==> src/include/spi_app_params.svh <==
`ifndef SPI_APP_PARAMS_SVH
`define SPI_APP_PARAMS_SVH

// ==================================================
// Serial link framing
// ==================================================

// Bits per incoming message, MSB first
`define MSG_LEN 64

// Type field sits at the top of the message
`define MSG_TYPE_LEN 8

// Argument below the type field
`define MSG_ARG_LEN 56

// Bits per outgoing response
`define RESP_LEN 64

// Quiet cycles between last message bit and first response bit
`define TURNAROUND_CYCLES 8

// ==================================================
// SD CMD6 data block layout
// ==================================================

`define SD_BLOCK_WORDS 32   // 512-bit block as 16-bit words
`define CMD6_MODE_WORD 8    // Word index from block start
`define CMD6_MODE_LSB 8     // Access-mode nibble position

`endif
==> src/sd_dat_pkg.sv <==
`default_nettype none

`include "spi_app_params.svh"

package sd_dat_pkg;

    // One word of the SD data-in write stream
    typedef logic [15:0] sd_word_t;

    // CMD6 access-mode field
    typedef logic [3:0] access_mode_t;

    // Counts down across one data block
    typedef logic [$clog2(`SD_BLOCK_WORDS)-1:0] word_count_t;

endpackage

`default_nettype wire

==> src/spi_msg_pkg.sv <==
`default_nettype none

`include "spi_app_params.svh"

package spi_msg_pkg;

    // ==================================================
    // Message type field
    // ==================================================

    // Bit 7 marks the frame start, bit 6 requests a response
    typedef enum logic [`MSG_TYPE_LEN-1:0] {
        MSG_ECHO      = 8'hC0,
        MSG_LED_SET   = 8'h81,
        MSG_SD_STATUS = 8'hC2,
        MSG_NOP       = 8'h80
    } msg_type_t;

    // ==================================================
    // Message argument, decoded per type
    // ==================================================

    typedef struct packed {
        logic [`MSG_ARG_LEN-5:0] unused;
        logic [3:0]              led;     // Value for ice_led
    } led_set_arg_t;

    typedef union packed {
        logic [`MSG_ARG_LEN-1:0] echo;    // Whole payload returned
        led_set_arg_t            led_set;
    } msg_arg_t;

    // Full message as shifted in
    typedef struct packed {
        msg_type_t msg_type;
        msg_arg_t  arg;
    } msg_t;

    // Response word, shifted out MSB first
    typedef logic [`RESP_LEN-1:0] resp_t;

endpackage

`default_nettype wire

==> src/spi_app_top.sv <==
`default_nettype none
`timescale 1ns/1ps

module spi_app_top import spi_msg_pkg::*, sd_dat_pkg::*; (
    input  logic       sd_datInWrite_clk,
    input  logic       spi_rst_,

    // One-wire serial link
    input  logic       spi_data_in,
    output logic       spi_data_out,
    output logic       spi_data_out_en,

    output logic [3:0] ice_led,

    // SD data-in write stream
    input  logic       sd_datInWrite_rst,
    input  logic       sd_datInWrite_trigger,
    input  sd_word_t   sd_datInWrite_data
);

    msg_t         msg;
    logic         msg_valid;
    resp_t        resp;
    access_mode_t access_mode;

    // ==================================================
    // Serial framing
    // ==================================================

    spi_frame_fsm spi_frame_fsm_i (
        .sd_datInWrite_clk (sd_datInWrite_clk),
        .spi_rst_          (spi_rst_),
        .spi_data_in       (spi_data_in),
        .resp              (resp),
        .msg               (msg),
        .msg_valid         (msg_valid),
        .spi_data_out      (spi_data_out),
        .spi_data_out_en   (spi_data_out_en)
    );

    // ==================================================
    // Command handling
    // ==================================================

    spi_cmd_decoder spi_cmd_decoder_i (
        .sd_datInWrite_clk (sd_datInWrite_clk),
        .spi_rst_          (spi_rst_),
        .msg               (msg),
        .msg_valid         (msg_valid),
        .access_mode       (access_mode),
        .resp              (resp),
        .ice_led           (ice_led)
    );

    // CMD6 status block monitor
    sd_cmd6_capture sd_cmd6_capture_i (
        .sd_datInWrite_clk     (sd_datInWrite_clk),
        .spi_rst_              (spi_rst_),
        .sd_datInWrite_rst     (sd_datInWrite_rst),
        .sd_datInWrite_trigger (sd_datInWrite_trigger),
        .sd_datInWrite_data    (sd_datInWrite_data),
        .access_mode           (access_mode)
    );

endmodule

`default_nettype wire

==> src/sd_cmd6_capture.sv <==
`default_nettype none
`timescale 1ns/1ps

`include "spi_app_params.svh"

module sd_cmd6_capture import sd_dat_pkg::*; (
    input  logic         sd_datInWrite_clk,
    input  logic         spi_rst_,
    input  logic         sd_datInWrite_rst,
    input  logic         sd_datInWrite_trigger,
    input  sd_word_t     sd_datInWrite_data,
    output access_mode_t access_mode
);

    // Countdown value while the access-mode word is on the bus
    localparam word_count_t MODE_COUNT =
        word_count_t'(`SD_BLOCK_WORDS - 1 - `CMD6_MODE_WORD);

    word_count_t word_cnt;

    // ==================================================
    // Word counter and access-mode latch
    // ==================================================

    always_ff @(posedge sd_datInWrite_clk or negedge spi_rst_) begin
        if (!spi_rst_) begin
            word_cnt    <= word_count_t'(`SD_BLOCK_WORDS - 1);
            access_mode <= '0;
        end else if (sd_datInWrite_rst) begin
            word_cnt <= word_count_t'(`SD_BLOCK_WORDS - 1);  // New block
        end else if (sd_datInWrite_trigger) begin
            // Always ready, so every trigger is an accepted word
            word_cnt <= word_cnt - 1'b1;
            if (word_cnt == MODE_COUNT) begin
                access_mode <= sd_datInWrite_data[`CMD6_MODE_LSB +: $bits(access_mode_t)];
            end
        end
    end

endmodule

`default_nettype wire

==> src/spi_cmd_decoder.sv <==
`default_nettype none
`timescale 1ns/1ps

`include "spi_app_params.svh"

module spi_cmd_decoder import spi_msg_pkg::*, sd_dat_pkg::*; (
    input  logic         sd_datInWrite_clk,
    input  logic         spi_rst_,
    input  msg_t         msg,
    input  logic         msg_valid,
    input  access_mode_t access_mode,
    output resp_t        resp,
    output logic [3:0]   ice_led
);

    // ==================================================
    // Response layouts
    // ==================================================

    // Echo pads the low byte with zeros
    localparam int ECHO_PAD = `RESP_LEN - `MSG_ARG_LEN;

    // SDStatus puts the access mode at the very top
    localparam int STATUS_PAD = `RESP_LEN - $bits(access_mode_t);

    resp_t echo_resp;
    resp_t status_resp;

    assign echo_resp   = {msg.arg.echo, {ECHO_PAD{1'b0}}};
    assign status_resp = {access_mode, {STATUS_PAD{1'b0}}};

    // ==================================================
    // Command decode
    // ==================================================

    always_ff @(posedge sd_datInWrite_clk or negedge spi_rst_) begin
        if (!spi_rst_) begin
            resp    <= '0;
            ice_led <= '0;
        end else if (msg_valid) begin
            case (msg.msg_type)
                MSG_ECHO: begin
                    resp <= echo_resp;
                end

                MSG_LED_SET: begin
                    ice_led <= msg.arg.led_set.led;  // No response window follows
                end

                MSG_SD_STATUS: begin
                    resp <= status_resp;
                end

                default: begin
                    // Nop and unrecognized types leave LEDs and resp alone
                end
            endcase
        end
    end

endmodule

`default_nettype wire

==> src/spi_frame_fsm.sv <==
`default_nettype none
`timescale 1ns/1ps

`include "spi_app_params.svh"

module spi_frame_fsm import spi_msg_pkg::*; (
    input  logic  sd_datInWrite_clk,
    input  logic  spi_rst_,
    input  logic  spi_data_in,
    input  resp_t resp,
    output msg_t  msg,
    output logic  msg_valid,
    output logic  spi_data_out,
    output logic  spi_data_out_en
);

    // ==================================================
    // State and counters
    // ==================================================

    localparam logic [1:0] ST_IDLE = 2'd0;  // Waiting for start bit
    localparam logic [1:0] ST_RECV = 2'd1;
    localparam logic [1:0] ST_TURN = 2'd2;  // Turnaround, line released
    localparam logic [1:0] ST_RESP = 2'd3;

    localparam int RESP_FLAG_BIT = 6;
    localparam int CNT_MAX = (`MSG_LEN > `RESP_LEN) ? `MSG_LEN : `RESP_LEN;
    localparam int CNT_W = $clog2(CNT_MAX);

    logic [1:0]       state;
    logic [CNT_W-1:0] cnt;      // Bits left, or turnaround cycles left
    msg_t             msg_sr;
    resp_t            resp_sr;

    assign msg = msg_sr;
    assign spi_data_out = resp_sr[`RESP_LEN-1];

    // ==================================================
    // Frame sequencing
    // ==================================================

    always_ff @(posedge sd_datInWrite_clk or negedge spi_rst_) begin
        if (!spi_rst_) begin
            state           <= ST_IDLE;
            cnt             <= '0;
            msg_valid       <= 1'b0;
            spi_data_out_en <= 1'b0;
            resp_sr         <= '0;
        end else begin
            msg_valid <= 1'b0;

            case (state)
                ST_IDLE: begin
                    // First high bit is type bit 7, so it belongs to the message
                    if (spi_data_in) begin
                        cnt   <= CNT_W'(`MSG_LEN - 2);
                        state <= ST_RECV;
                    end
                end

                ST_RECV: begin
                    if (cnt == '0) begin
                        // Last message bit sampled on this edge
                        cnt   <= CNT_W'(`TURNAROUND_CYCLES - 1);
                        state <= ST_TURN;
                    end else begin
                        cnt <= cnt - 1'b1;
                    end
                end

                ST_TURN: begin
                    cnt <= cnt - 1'b1;

                    // Two cycles after the last bit
                    if (cnt == CNT_W'(`TURNAROUND_CYCLES - 2)) begin
                        msg_valid <= 1'b1;
                    end

                    if (cnt == '0) begin
                        if (msg_sr.msg_type[RESP_FLAG_BIT]) begin
                            resp_sr         <= resp;     // Settled since msg_valid
                            cnt             <= CNT_W'(`RESP_LEN - 1);
                            spi_data_out_en <= 1'b1;
                            state           <= ST_RESP;
                        end else begin
                            state <= ST_IDLE;
                        end
                    end
                end

                ST_RESP: begin
                    resp_sr <= {resp_sr[`RESP_LEN-2:0], 1'b0};
                    cnt     <= cnt - 1'b1;
                    if (cnt == '0) begin
                        spi_data_out_en <= 1'b0;  // Exactly RESP_LEN cycles high
                        state           <= ST_IDLE;
                    end
                end

                default: state <= ST_IDLE;
            endcase
        end
    end

    // ==================================================
    // Message shift register
    // ==================================================

    // Shifts from the start bit through the last message bit
    always_ff @(posedge sd_datInWrite_clk) begin
        if ((state == ST_RECV) || ((state == ST_IDLE) && spi_data_in)) begin
            msg_sr <= msg_t'({msg_sr[`MSG_LEN-2:0], spi_data_in});
        end
    end

endmodule

`default_nettype wire

==> config.mk <==
export PLATFORM = sky130hd
export DESIGN_NAME = spi_app_top
export DESIGN_NICKNAME = d
export VERILOG_FILES = /design/src/sd_dat_pkg.sv /design/src/spi_msg_pkg.sv /design/src/spi_app_top.sv /design/src/sd_cmd6_capture.sv /design/src/spi_cmd_decoder.sv /design/src/spi_frame_fsm.sv
export VERILOG_INCLUDE_DIRS = /design/src /design/src/include
export SDC_FILE = /design/constraint.sdc
export NUM_CORES = 1
export LEC_CHECK = 0
export ABC_CLOCK_PERIOD_IN_PS = 10700
export BUFFER_PORTS_ARGS = -buffer_cell sky130_fd_sc_hd__buf_4
export CAP_MARGIN = 20
export CORE_UTILIZATION = 46
export CTS_CLUSTER_SIZE = 10
export DETAILED_ROUTE_END_ITERATION = 10
export PLACE_DENSITY = 0.72
export SYNTH_ARGS = -nofsm -noshare
export SYNTH_HDL_FRONTEND = slang
export SYNTH_SLANG_ARGS = --single-unit
==> constraint.sdc <==
create_clock -name sd_datInWrite_clk -period 10.7 [get_ports sd_datInWrite_clk]
set_input_delay 2.14 -clock sd_datInWrite_clk [delete_from_list [all_inputs] [get_ports sd_datInWrite_clk]]
set_output_delay 2.14 -clock sd_datInWrite_clk [all_outputs]
set_load 0.05 [all_outputs]
# [Yosys cells after proc, flatten, opt, wreduce, memory -nomap -nowiden]
# Cells that the tools add are included.
# W data, S select, Z words.
[totals] ff_bits=215 input_bits=21 output_inout_bits=6 elab_cells=63
[op_classes] n_addsub=2 n_eq_ne=13 mux=23 n_bitwise=1 reduce_logical=13
[op_table] op="$pmux W64 S2" count=2
[op_table] op="$mux W64" count=2
[op_table] op="$eq A8 B8 Y1 const B" count=3
[op_table] op="$mux W6" count=4
[op_table] op="$pmux W6 S4" count=1
[op_table] op="$mux W2" count=5
[op_table] op="$mux W5" count=2
[op_table] op="$ne A2 B1 Y1 const B" count=4
[op_table] op="$pmux W2 S4" count=1
[op_table] op="$reduce_and A4 Y1" count=2
[op_table] op="$eq A6 B3 Y1 const B" count=1
[op_table] op="$logic_not A6 Y1" count=1
[op_table] op="$reduce_and A3 Y1" count=2
[op_table] op="$reduce_bool A2 Y1" count=3
[op_table] op="$sub A6 B1 Y6 const B" count=1
[op_table] op="$eq A5 B5 Y1 const B" count=1
[op_table] op="$mux W1" count=5
[op_table] op="$sub A5 B1 Y5 const B" count=1
[op_table] op="$eq A2 B2 Y1 const B" count=2
[op_table] op="$reduce_and A2 Y1" count=2
[op_table] op="$eq A2 B1 Y1 const B" count=1
[op_table] op="$logic_not A2 Y1" count=1
[op_table] op="$ne A2 B2 Y1 const B" count=1
[op_table] op="$pmux W1 S2" count=1
[op_table] op="3 further kinds" count=3

# [Depth between registers and ports, before layout]
# Gate-level depths: netlist of the first run.
[logic_depth] ltp_word=4 mapped_depth=8 depth_no_buf=6

# [By module]
# A second synthesis of the first run with hierarchy kept.
[unflattened] hier_cells=637 area_unflattened_um2=8679.6
[by_module_without_submodules] mod="spi_frame_fsm" n_inst=1 cells_each=347 area_each_um2=5457.7 seq_area_each_um2=3773.6
[by_module_without_submodules] mod="spi_cmd_decoder" n_inst=1 cells_each=256 area_each_um2=2757.6 seq_area_each_um2=1501.4
[by_module_without_submodules] mod="sd_cmd6_capture" n_inst=1 cells_each=34 area_each_um2=464.2 seq_area_each_um2=231.5

# [Worst setup path after synthesis of the first run]
# No wires, ideal clock.
[synth_timing] path_type="input -> register" startpoint="in spi_data_in" endpoint="reg spi_frame_fsm_i.msg_sr, in the netlist spi_frame_fsm_i.msg[0], enable pin" setup_ps=507 arrival_time_ps=5323 t_required_ps=10193 slack_ps=4870 cell_stages=2 path_buffers=0 cell_sequence="inv_1 > a21oi_1"
[synth_via] elab_chain_len=2
[synth_lines] item="start, declared" line_no="spi_app_top.sv:9" text="input logic spi_data_in,"
[synth_lines] item="$logic_and A1 B1 Y1" line_no="spi_frame_fsm.sv:111" text="if ((state == ST_RECV) || ((state == ST_IDLE) && spi_data_in)) begin"
[synth_lines] item="$logic_or A1 B1 Y1" line_no="spi_frame_fsm.sv:111"
[synth_lines] item="end signal, assigned" line_no="spi_frame_fsm.sv:112" text="msg_sr <= msg_t'({msg_sr[`MSG_LEN-2:0], spi_data_in});"
[synth_lines] item="end, declared" line_no="spi_frame_fsm.sv:32" text="msg_t msg_sr;"
# No other way between the ends.
# A chain may end at the register's enable or synchronous reset.

# [Final worst setup path of the first run]
[layout_timing] startpoint="reg spi_frame_fsm_i.state[1]" endpoint="reg spi_frame_fsm_i.resp_sr[46]"
[layout_via] elab_chain_len=3 elab_cells_between_ends=7 cone_classes="eq/ne (4); mux (1); reduce/logical (2)"
[layout_lines] item="start, declared" line_no="spi_frame_fsm.sv:30" text="logic [1:0] state;"
[layout_lines] item="start signal, assigned" line_no="spi_frame_fsm.sv:44" text="state <= ST_IDLE;"
[layout_lines] item="start signal, assigned" line_no="spi_frame_fsm.sv:57" text="state <= ST_RECV;"
[layout_lines] item="start signal, assigned" line_no="spi_frame_fsm.sv:65" text="state <= ST_TURN;"
[layout_lines] item="$eq A2 B2 Y1" line_no="spi_frame_fsm.sv:52" text="case (state)"
[layout_lines] item="$ne A2 B1 Y1 (no source line) or $reduce_bool A2 Y1 (tied branches)"
[layout_lines] item="$reduce_and A3 Y1 (no source line)"
[layout_lines] item="end signal, assigned" line_no="spi_frame_fsm.sv:81" text="resp_sr <= resp;"
[layout_lines] item="end signal, assigned" line_no="spi_frame_fsm.sv:92" text="resp_sr <= {resp_sr[`RESP_LEN-2:0], 1'b0};"
[layout_lines] item="end, declared" line_no="spi_frame_fsm.sv:33" text="resp_t resp_sr;"
# Parallel ways exist; a longest one is shown, timed or not.

==> impl_metrics.json, run 1 <==
{
  "status": "finished clean",
  "fmax_mhz": 309.7,
  "start_util_pct": 47.40,
  "ys.flop_type": "dfrtp_1",
  "slowest_stage": "buf_4",
  "grt_max_degree": 99,
  "synthMuxAreaShare_pct": 8.030,
  "yosys.area_share.simple_pct": 12.62,
  "cts.sinks": 199,
  "yosysTopAreaCell": "dfrtp_1",
  "avgSynthCellArea_um2": 12.26,
  "synth-seq-cells": 199,
  "die-width_um": 135.7,
  "crit_chain": "nand2_4 > o21ai_4 > buf_4 > nor2_1 > a21oi_2",
  "p_leak_nw": 3.809,
  "dieHeight_um": 135.7,
  "routedWlPerCell_um": 14.58,
  "yosys_warnings": 0,
  "via_count": 4775,
  "cts_max_level": 4,
  "clockBufferDepth": 2,
  "fin_crit_ns": 3.229,
  "slew_violations": 0,
  "syn_nets": 696,
  "grt_usage_pct": 15.96,
  "dp_hpwl_um": 7606,
  "synth_cells": 671,
  "cts_root_buffer": "clkbuf_16",
  "ys_seq_area_share_pct": 64.50,
  "synth_compound_area_share_pct": 10.77,
  "drt-initial-drc-count": 284,
  "synth_fa_ha_area_share_pct": 0.6084,
  "clock_latency_ns": 0.43,
  "finalHoldViolations": 0,
  "totalWireLength_um": 13250,
  "cts_setup_buffers": 0,
  "ant_nets": 0,
  "setup_viol": 0,
  "slew_headroom_pct": 29.16,
  "area_delta_synth_final_pct": 10.39,
  "fin_setup_tns_ns": 0,
  "cts_resized": 0,
  "final_cell_mix": "dfrtp_1 (130), nor2_1 (67), edfxtp_1 (64)",
  "worstSetupEndpointType": "flop",
  "die_area_um2": 18420,
  "first_pass_iters": 6,
  "fin_skew_ns": 0.01210,
  "drive_gt1_share_pct": 16.37,
  "critPathKind": "reg -> reg",
  "diodes": 0,
  "async_flop_share_pct": 67.84,
  "synth_area_um2": 8227,
  "numCtsBuffers": 17,
  "final_common_cell": "dfrtp_1",
  "nFillCells": 1430,
  "routed_via_density": 5.253,
  "synthXorXnorAreaFrac_pct": 0.5323,
  "max_cap_viol_count": 0,
  "ioPinCount": 27,
  "synth_top_area_share_pct": 39.54,
  "power.density_nw_per_um2": 303.2,
  "path_clk_slew_ns": 0.07,
  "worstPathArrival_ns": 3.59,
  "ctsHoldBuffers": 0,
  "drc": 0,
  "core_area_um2": 17360,
  "ys_types": 42,
  "grt_remaining_overflow": 0,
  "nNetsFinal": 696,
  "cp.required_ns": 11.06,
  "io_buffers": 14,
  "grt_pass1_wl_um": 22820,
  "crit_fanout": 83,
  "worstHoldPathType": "reg -> reg",
  "rsz0062_at_grt": "no",
  "synth-edff-count": 64,
  "synth_top_family_by_area": "simple AND/OR/NAND/NOR gates",
  "antenna_found_initial": 0,
  "grt_pass1_vias": 4797,
  "synth.area.top_cells": "dfrtp_1 (40%), edfxtp_1 (23%), mux2i_1 (6.9%)",
  "setup_ws_ns": 7.471,
  "irDropWorstVdd_mv": 0.2774,
  "post-place-ws_ns": 7.077,
  "cpPeakStageDelay_ns": 0.87,
  "post-route-period-util_pct": 30.18,
  "rows": 48,
  "worst-slew-pin-transition_ns": 1.063,
  "gp_congestion": 0.8157,
  "cts_tree": "done",
  "crit_path_start_kind": "flop"
}
==> path summary, 6_finish.rpt <==
kind / cells after the start / slack [ns] / end / startpoint
setup / recovery: 5 / 7.47 / spi_frame_fsm_i.resp_sr[46] / spi_frame_fsm_i.state[1]
hold / removal: 0 / 0.45 / spi_frame_fsm_i.msg[35] / spi_frame_fsm_i.msg[34]
setup reg to reg: 5 / 7.47 / spi_frame_fsm_i.resp_sr[46] / spi_frame_fsm_i.state[1]
hold reg to reg: 0 / 0.45 / spi_frame_fsm_i.msg[35] / spi_frame_fsm_i.msg[34]
max in group asynchronous: 2 / 7.67 / spi_cmd_decoder_i.ice_led[0] / spi_rst_
min in group asynchronous: 1 / 1.67 / spi_frame_fsm_i.resp_sr[43] / spi_rst_
==> layer usage <==
layer  wire length, µm  vias to the layer above  GRT usage [%]
li1                  -                     2311              -
met4               244                        0          8.177
met1              6169                     2382          20.59
met3               373                       17          3.442
met5                 0                        -              0
met2              6464                       65          25.37
==> through the flow <==
stage	area, µm²	hold WS (ns)	util, %	power (W)	std cells
floorplan	8227	0.4244	-	0.001970	671
global placement	8469	0.4317	48.80	0.002080	877
detailed placement	8469	0.4366	48.80	0.002124	877
CTS	9081	0.4516	52.32	0.002785	909
global route	9081	0.4604	52.32	0.002925	909
finish	9081	0.4484	52.32	0.002754	909
==> registers in the layout, summed over array words and instances, names as in the netlist <==
| register | cells |
|---|---|
| spi_frame_fsm_i.msg_valid | 1 |
| spi_frame_fsm_i.state | 2 |
| spi_frame_fsm_i.cnt | 6 |
| spi_cmd_decoder_i.ice_led | 4 |
| spi_cmd_decoder_i.resp | 56 |
| spi_frame_fsm_i.msg | 64 |
| spi_frame_fsm_i.spi_data_out_en | 1 |
| spi_frame_fsm_i.resp_sr | 56 |
| sd_cmd6_capture_i.access_mode | 4 |
| sd_cmd6_capture_i.word_cnt | 5 |
==> synthesized netlist by cell type (4+ instances only) <==
library cell and count:
dfrtp_1 130, nor2_1 67, edfxtp_1 64, nand2_1 62, o21ai_0 62, nand2b_1 58
mux2i_1 57, a21oi_2 45, clkbuf_1 25, a21oi_1 16, inv_1 8, mux2_2 8
buf_4 7, nor3_1 7, o22ai_1 7, dfstp_2 5, buf_6 4, ha_1 4
xnor2_1 4
==> cell families (layout without fill, tap and decap cells) <==
kind of cell	Yosys count	after routing
flops	199	199
fa+ha+maj	4	4
buf+inv	46	59
mux	65	65
xor+xnor	5	5
compound gates	137	137
simple gates	215	215
==> critical path, delay by kind of cell (launching register included) <==
family                 cells  cell delay (ns)
AO/OA/AOI/OAI              2             0.75
buffers and inverters      1             0.87
flip-flops                 1             0.67
AND/OR/NAND/NOR            2             0.79
==> final cells by class <==
type                    count  area, µm²  share of cell area [%]
flip-flops and latches    199       5306                   58.43
multi-input cells         426       2705                   29.79
clock buffers              23      488.0                   5.373
well taps                 225      281.5                   3.100
repair buffers             19      146.4                   1.612
clock inverters             9      123.9                   1.364
inverters                   8      30.03                  0.3307
==> report_power, final <==
| part | internal [W] | total [W] | switching (W) |
|---|---|---|---|
| clock network | 0.000391 | 0.000652 | 0.000261 |
| registers | 0.00113 | 0.00130 | 0.000171 |
| logic | 0.000329 | 0.000803 | 0.000475 |
(Power assumes the default switching activity.)
==> run 2: changes to the inputs <==
--- a/config.mk
+++ b/config.mk
@@ -6,13 +6,13 @@
 export SDC_FILE = /design/constraint.sdc
 export NUM_CORES = 1
 export LEC_CHECK = 0
-export ABC_CLOCK_PERIOD_IN_PS = 10700
+export ABC_CLOCK_PERIOD_IN_PS = 2780
 export BUFFER_PORTS_ARGS = -buffer_cell sky130_fd_sc_hd__buf_4
 export CAP_MARGIN = 20
 export CORE_UTILIZATION = 46
 export CTS_CLUSTER_SIZE = 10
 export DETAILED_ROUTE_END_ITERATION = 10
-export PLACE_DENSITY = 0.72
+export PLACE_DENSITY = 0.74
 export SYNTH_ARGS = -nofsm -noshare
 export SYNTH_HDL_FRONTEND = slang
 export SYNTH_SLANG_ARGS = --single-unit
==> constraint.sdc (replaced) <==
create_clock -name sd_datInWrite_clk -period 2.78 [get_ports sd_datInWrite_clk]
set_input_delay 0.556 -clock sd_datInWrite_clk [delete_from_list [all_inputs] [get_ports sd_datInWrite_clk]]
set_output_delay 0.556 -clock sd_datInWrite_clk [all_outputs]
set_load 0.05 [all_outputs]
==> run 2 against run 1 <==
Compared with the run above: worst setup slack got worse by 6.8 ns; sequential share of layout area is 0.94 points lower; largest cell class unchanged; sequential power rose to 3.8 times the previous value; register-to-register slack got worse by 6.8 ns; fmax grew 52%; routed wire length fell by 0.19%; critical path type unchanged; utilization up 0.86 points; clock power rose to 3.9 times the previous value; worst hold slack got worse by 0.085 ns; first-iteration DRC count is 10% lower; combinational power rose to 4.1 times the previous value; clock-buffer cell count up 1.
==> impl_metrics.json, run 2 (same netlist as run 1, synthesis figures left out) <==
{
  "status": "finished clean",
  "seq_power_share_pct": 46.1,
  "p_clk_share_pct": 23.7,
  "grt_pass1_wl_um": 23090,
  "ff_latch_area_um2": 5306,
  "critPathKind": "reg -> reg",
  "fin_setup_tns_ns": 0,
  "grt_max_degree": 83,
  "final_common_cell": "dfrtp_1",
  "antenna_found_initial": 0,
  "start_util_pct": 47.40,
  "crit_fanout": 60,
  "holdWs_ns": 0.3638,
  "path_clk_slew_ns": 0.06,
  "crit_path_start_kind": "flop",
  "drc": 0,
  "slew_headroom_pct": 52.14,
  "largest_reg_flops": 64,
  "worstHoldPathType": "in -> reg",
  "worstSetupStartpoint": "spi_frame_fsm_i.state[1]",
  "cts_setup_buffers": 0,
  "power.density_nw_per_um2": 1172,
  "dpl_cell_area_um2": 8591,
  "final_area_um2": 9230,
  "multi_input_area_um2": 2705,
  "grt_usage_pct": 16.13,
  "worstReg2RegEnd": "spi_frame_fsm_i.resp_sr[37]",
  "finalHoldViolations": 0,
  "diodes": 0,
  "swShare_pct": 32.83,
  "worstSetupEndpointType": "flop",
  "final_cell_mix": "dfrtp_1 (130), nor2_1 (67), edfxtp_1 (64)",
  "dieHeight_um": 135.7,
  "post-route-period-util_pct": 76.56,
  "p_leak_nw": 3.880,
  "pwr-share-comb_pct": 30.2,
  "routed_via_density": 5.172,
  "rows": 48,
  "cts_tree": "done",
  "slew_violations": 0,
  "core_area_um2": 17360,
  "routedWlPerCell_um": 14.45,
  "worst-slew-pin-transition_ns": 0.7179,
  "timing.rr.start": "spi_frame_fsm_i.state[1]",
  "totalWireLength_um": 13230,
  "irDropWorstVdd_mv": 0.5685,
  "die_area_um2": 18420,
  "ioPinCount": 27,
  "grt_pass1_vias": 4823,
  "numCtsBuffers": 17,
  "clock_latency_ns": 0.43,
  "p_total_w": 0.01082,
  "nFillCells": 1398,
  "fin_skew_ns": 0.008074,
  "max_cap_viol_count": 0,
  "clockBufferDepth": 2,
  "dp_hpwl_um": 7713,
  "gp_congestion": 0.8073,
  "die-width_um": 135.7,
  "r2r_cells": 5,
  "fin_crit_ns": 2.128,
  "p_int_w": 0.007265,
  "drt-initial-drc-count": 255,
  "fmax_mhz": 469.9,
  "switching_power_w": 0.003551,
  "nNetsFinal": 702,
  "cts_root_buffer": "clkbuf_16",
  "ant_nets": 0,
  "area_delta_synth_final_pct": 12.20,
  "rsz0062_at_grt": "no",
  "cp.required_ns": 3.14,
  "io_buffers": 14,
  "via_count": 4732,
  "finalNonFillerCells": 915,
  "grt_remaining_overflow": 0,
  "cts_max_level": 4,
  "first_pass_iters": 4,
  "drive_gt1_share_pct": 16.96,
  "worstPathArrival_ns": 2.49,
  "critPathCapture": "spi_frame_fsm_i.resp_sr[37]",
  "dpl.cell_count": 882,
  "ff2ff_setup_slack_ns": 0.65,
  "setup_viol": 0,
  "worstHoldPathCells": 2,
  "cts.sinks": 199
}
[run 2: changes by cell type in the layout (fill, tap and decap cells not counted)]
cell | before | now
buf_12 | 0 | 7
buf_4 | 18 | 17
buf_6 | 1 | 0
clkbuf_16 | 17 | 18
clkinvlp_4 | 2 | 1
dlygate4sd3_1 | 0 | 1
[run 2: per-stage QoR]
stage	util [%]	worst slack, ns
3_5_place_dp	49.50	0.6709
2_1_floorplan	-	0.4561
3_3_place_gp	49.50	0.7220
5_1_grt	53.18	0.5265
4_1_cts	53.18	0.6465
6_report	53.18	0.6517
[run 2: area by class of cell]
class / instances / share of cell area (%)
Clock buffer: 24 / 5.558
Clock inverter: 8 / 1.261
Inverter: 8 / 0.3253
Multi-Input combinational cell: 426 / 29.31
Sequential cell: 199 / 57.49
Tap cell: 225 / 3.050
Timing Repair Buffer: 25 / 3.009
[run 2: critical path: stages (launching register included)]
cell	delay, ns
dfrtp_1	0.67
or4b_4	0.58
o21ai_4	0.25
buf_12	0.31
nor2_1	0.10
a21oi_2	0.11
[run 2: how the worst min path moves through the flow]
stage / start / endpoint / slack (ns)
finish: sd_datInWrite_data[10] / sd_cmd6_capture_i.access_mode[2] / 0.36
global route: sd_datInWrite_rst / sd_cmd6_capture_i.word_cnt[4] / 0.35
CTS: sd_datInWrite_data[8] / sd_cmd6_capture_i.access_mode[0] / 0.35
detailed placement: spi_rst_ / spi_frame_fsm_i.cnt[2] / 0.39
global placement: spi_rst_ / spi_frame_fsm_i.cnt[2] / 0.39
floorplan: spi_rst_ / sd_cmd6_capture_i.access_mode[0] / 0.26
[run 2: routing by layer]
metal	vias to the layer above	wire length [µm]	track usage, %
met5	-	0	0
met4	0	243	7.366
met3	12	355	3.292
met2	54	6305	25.45
met1	2341	6321	21.46
li1	2325	-	-
[run 2: what timing repair did]
| item | 4_1_cts | 5_1_grt |
|---|---|---|
| hold buffers | 1 | 0 |
| resized for setup | 0 | 0 |
| hold endpoints to repair | 7 | 0 |
[run 2: power by group through the flow]
stage	Clock (W)	Combinational (W)	Sequential, W
floorplan	0	0.00274	0.00482
global placement	0	0.00319	0.00498
detailed placement	0	0.00331	0.00503
CTS	0.00263	0.00332	0.00499
global route	0.00273	0.00363	0.00513
finish	0.00256	0.00327	0.00499
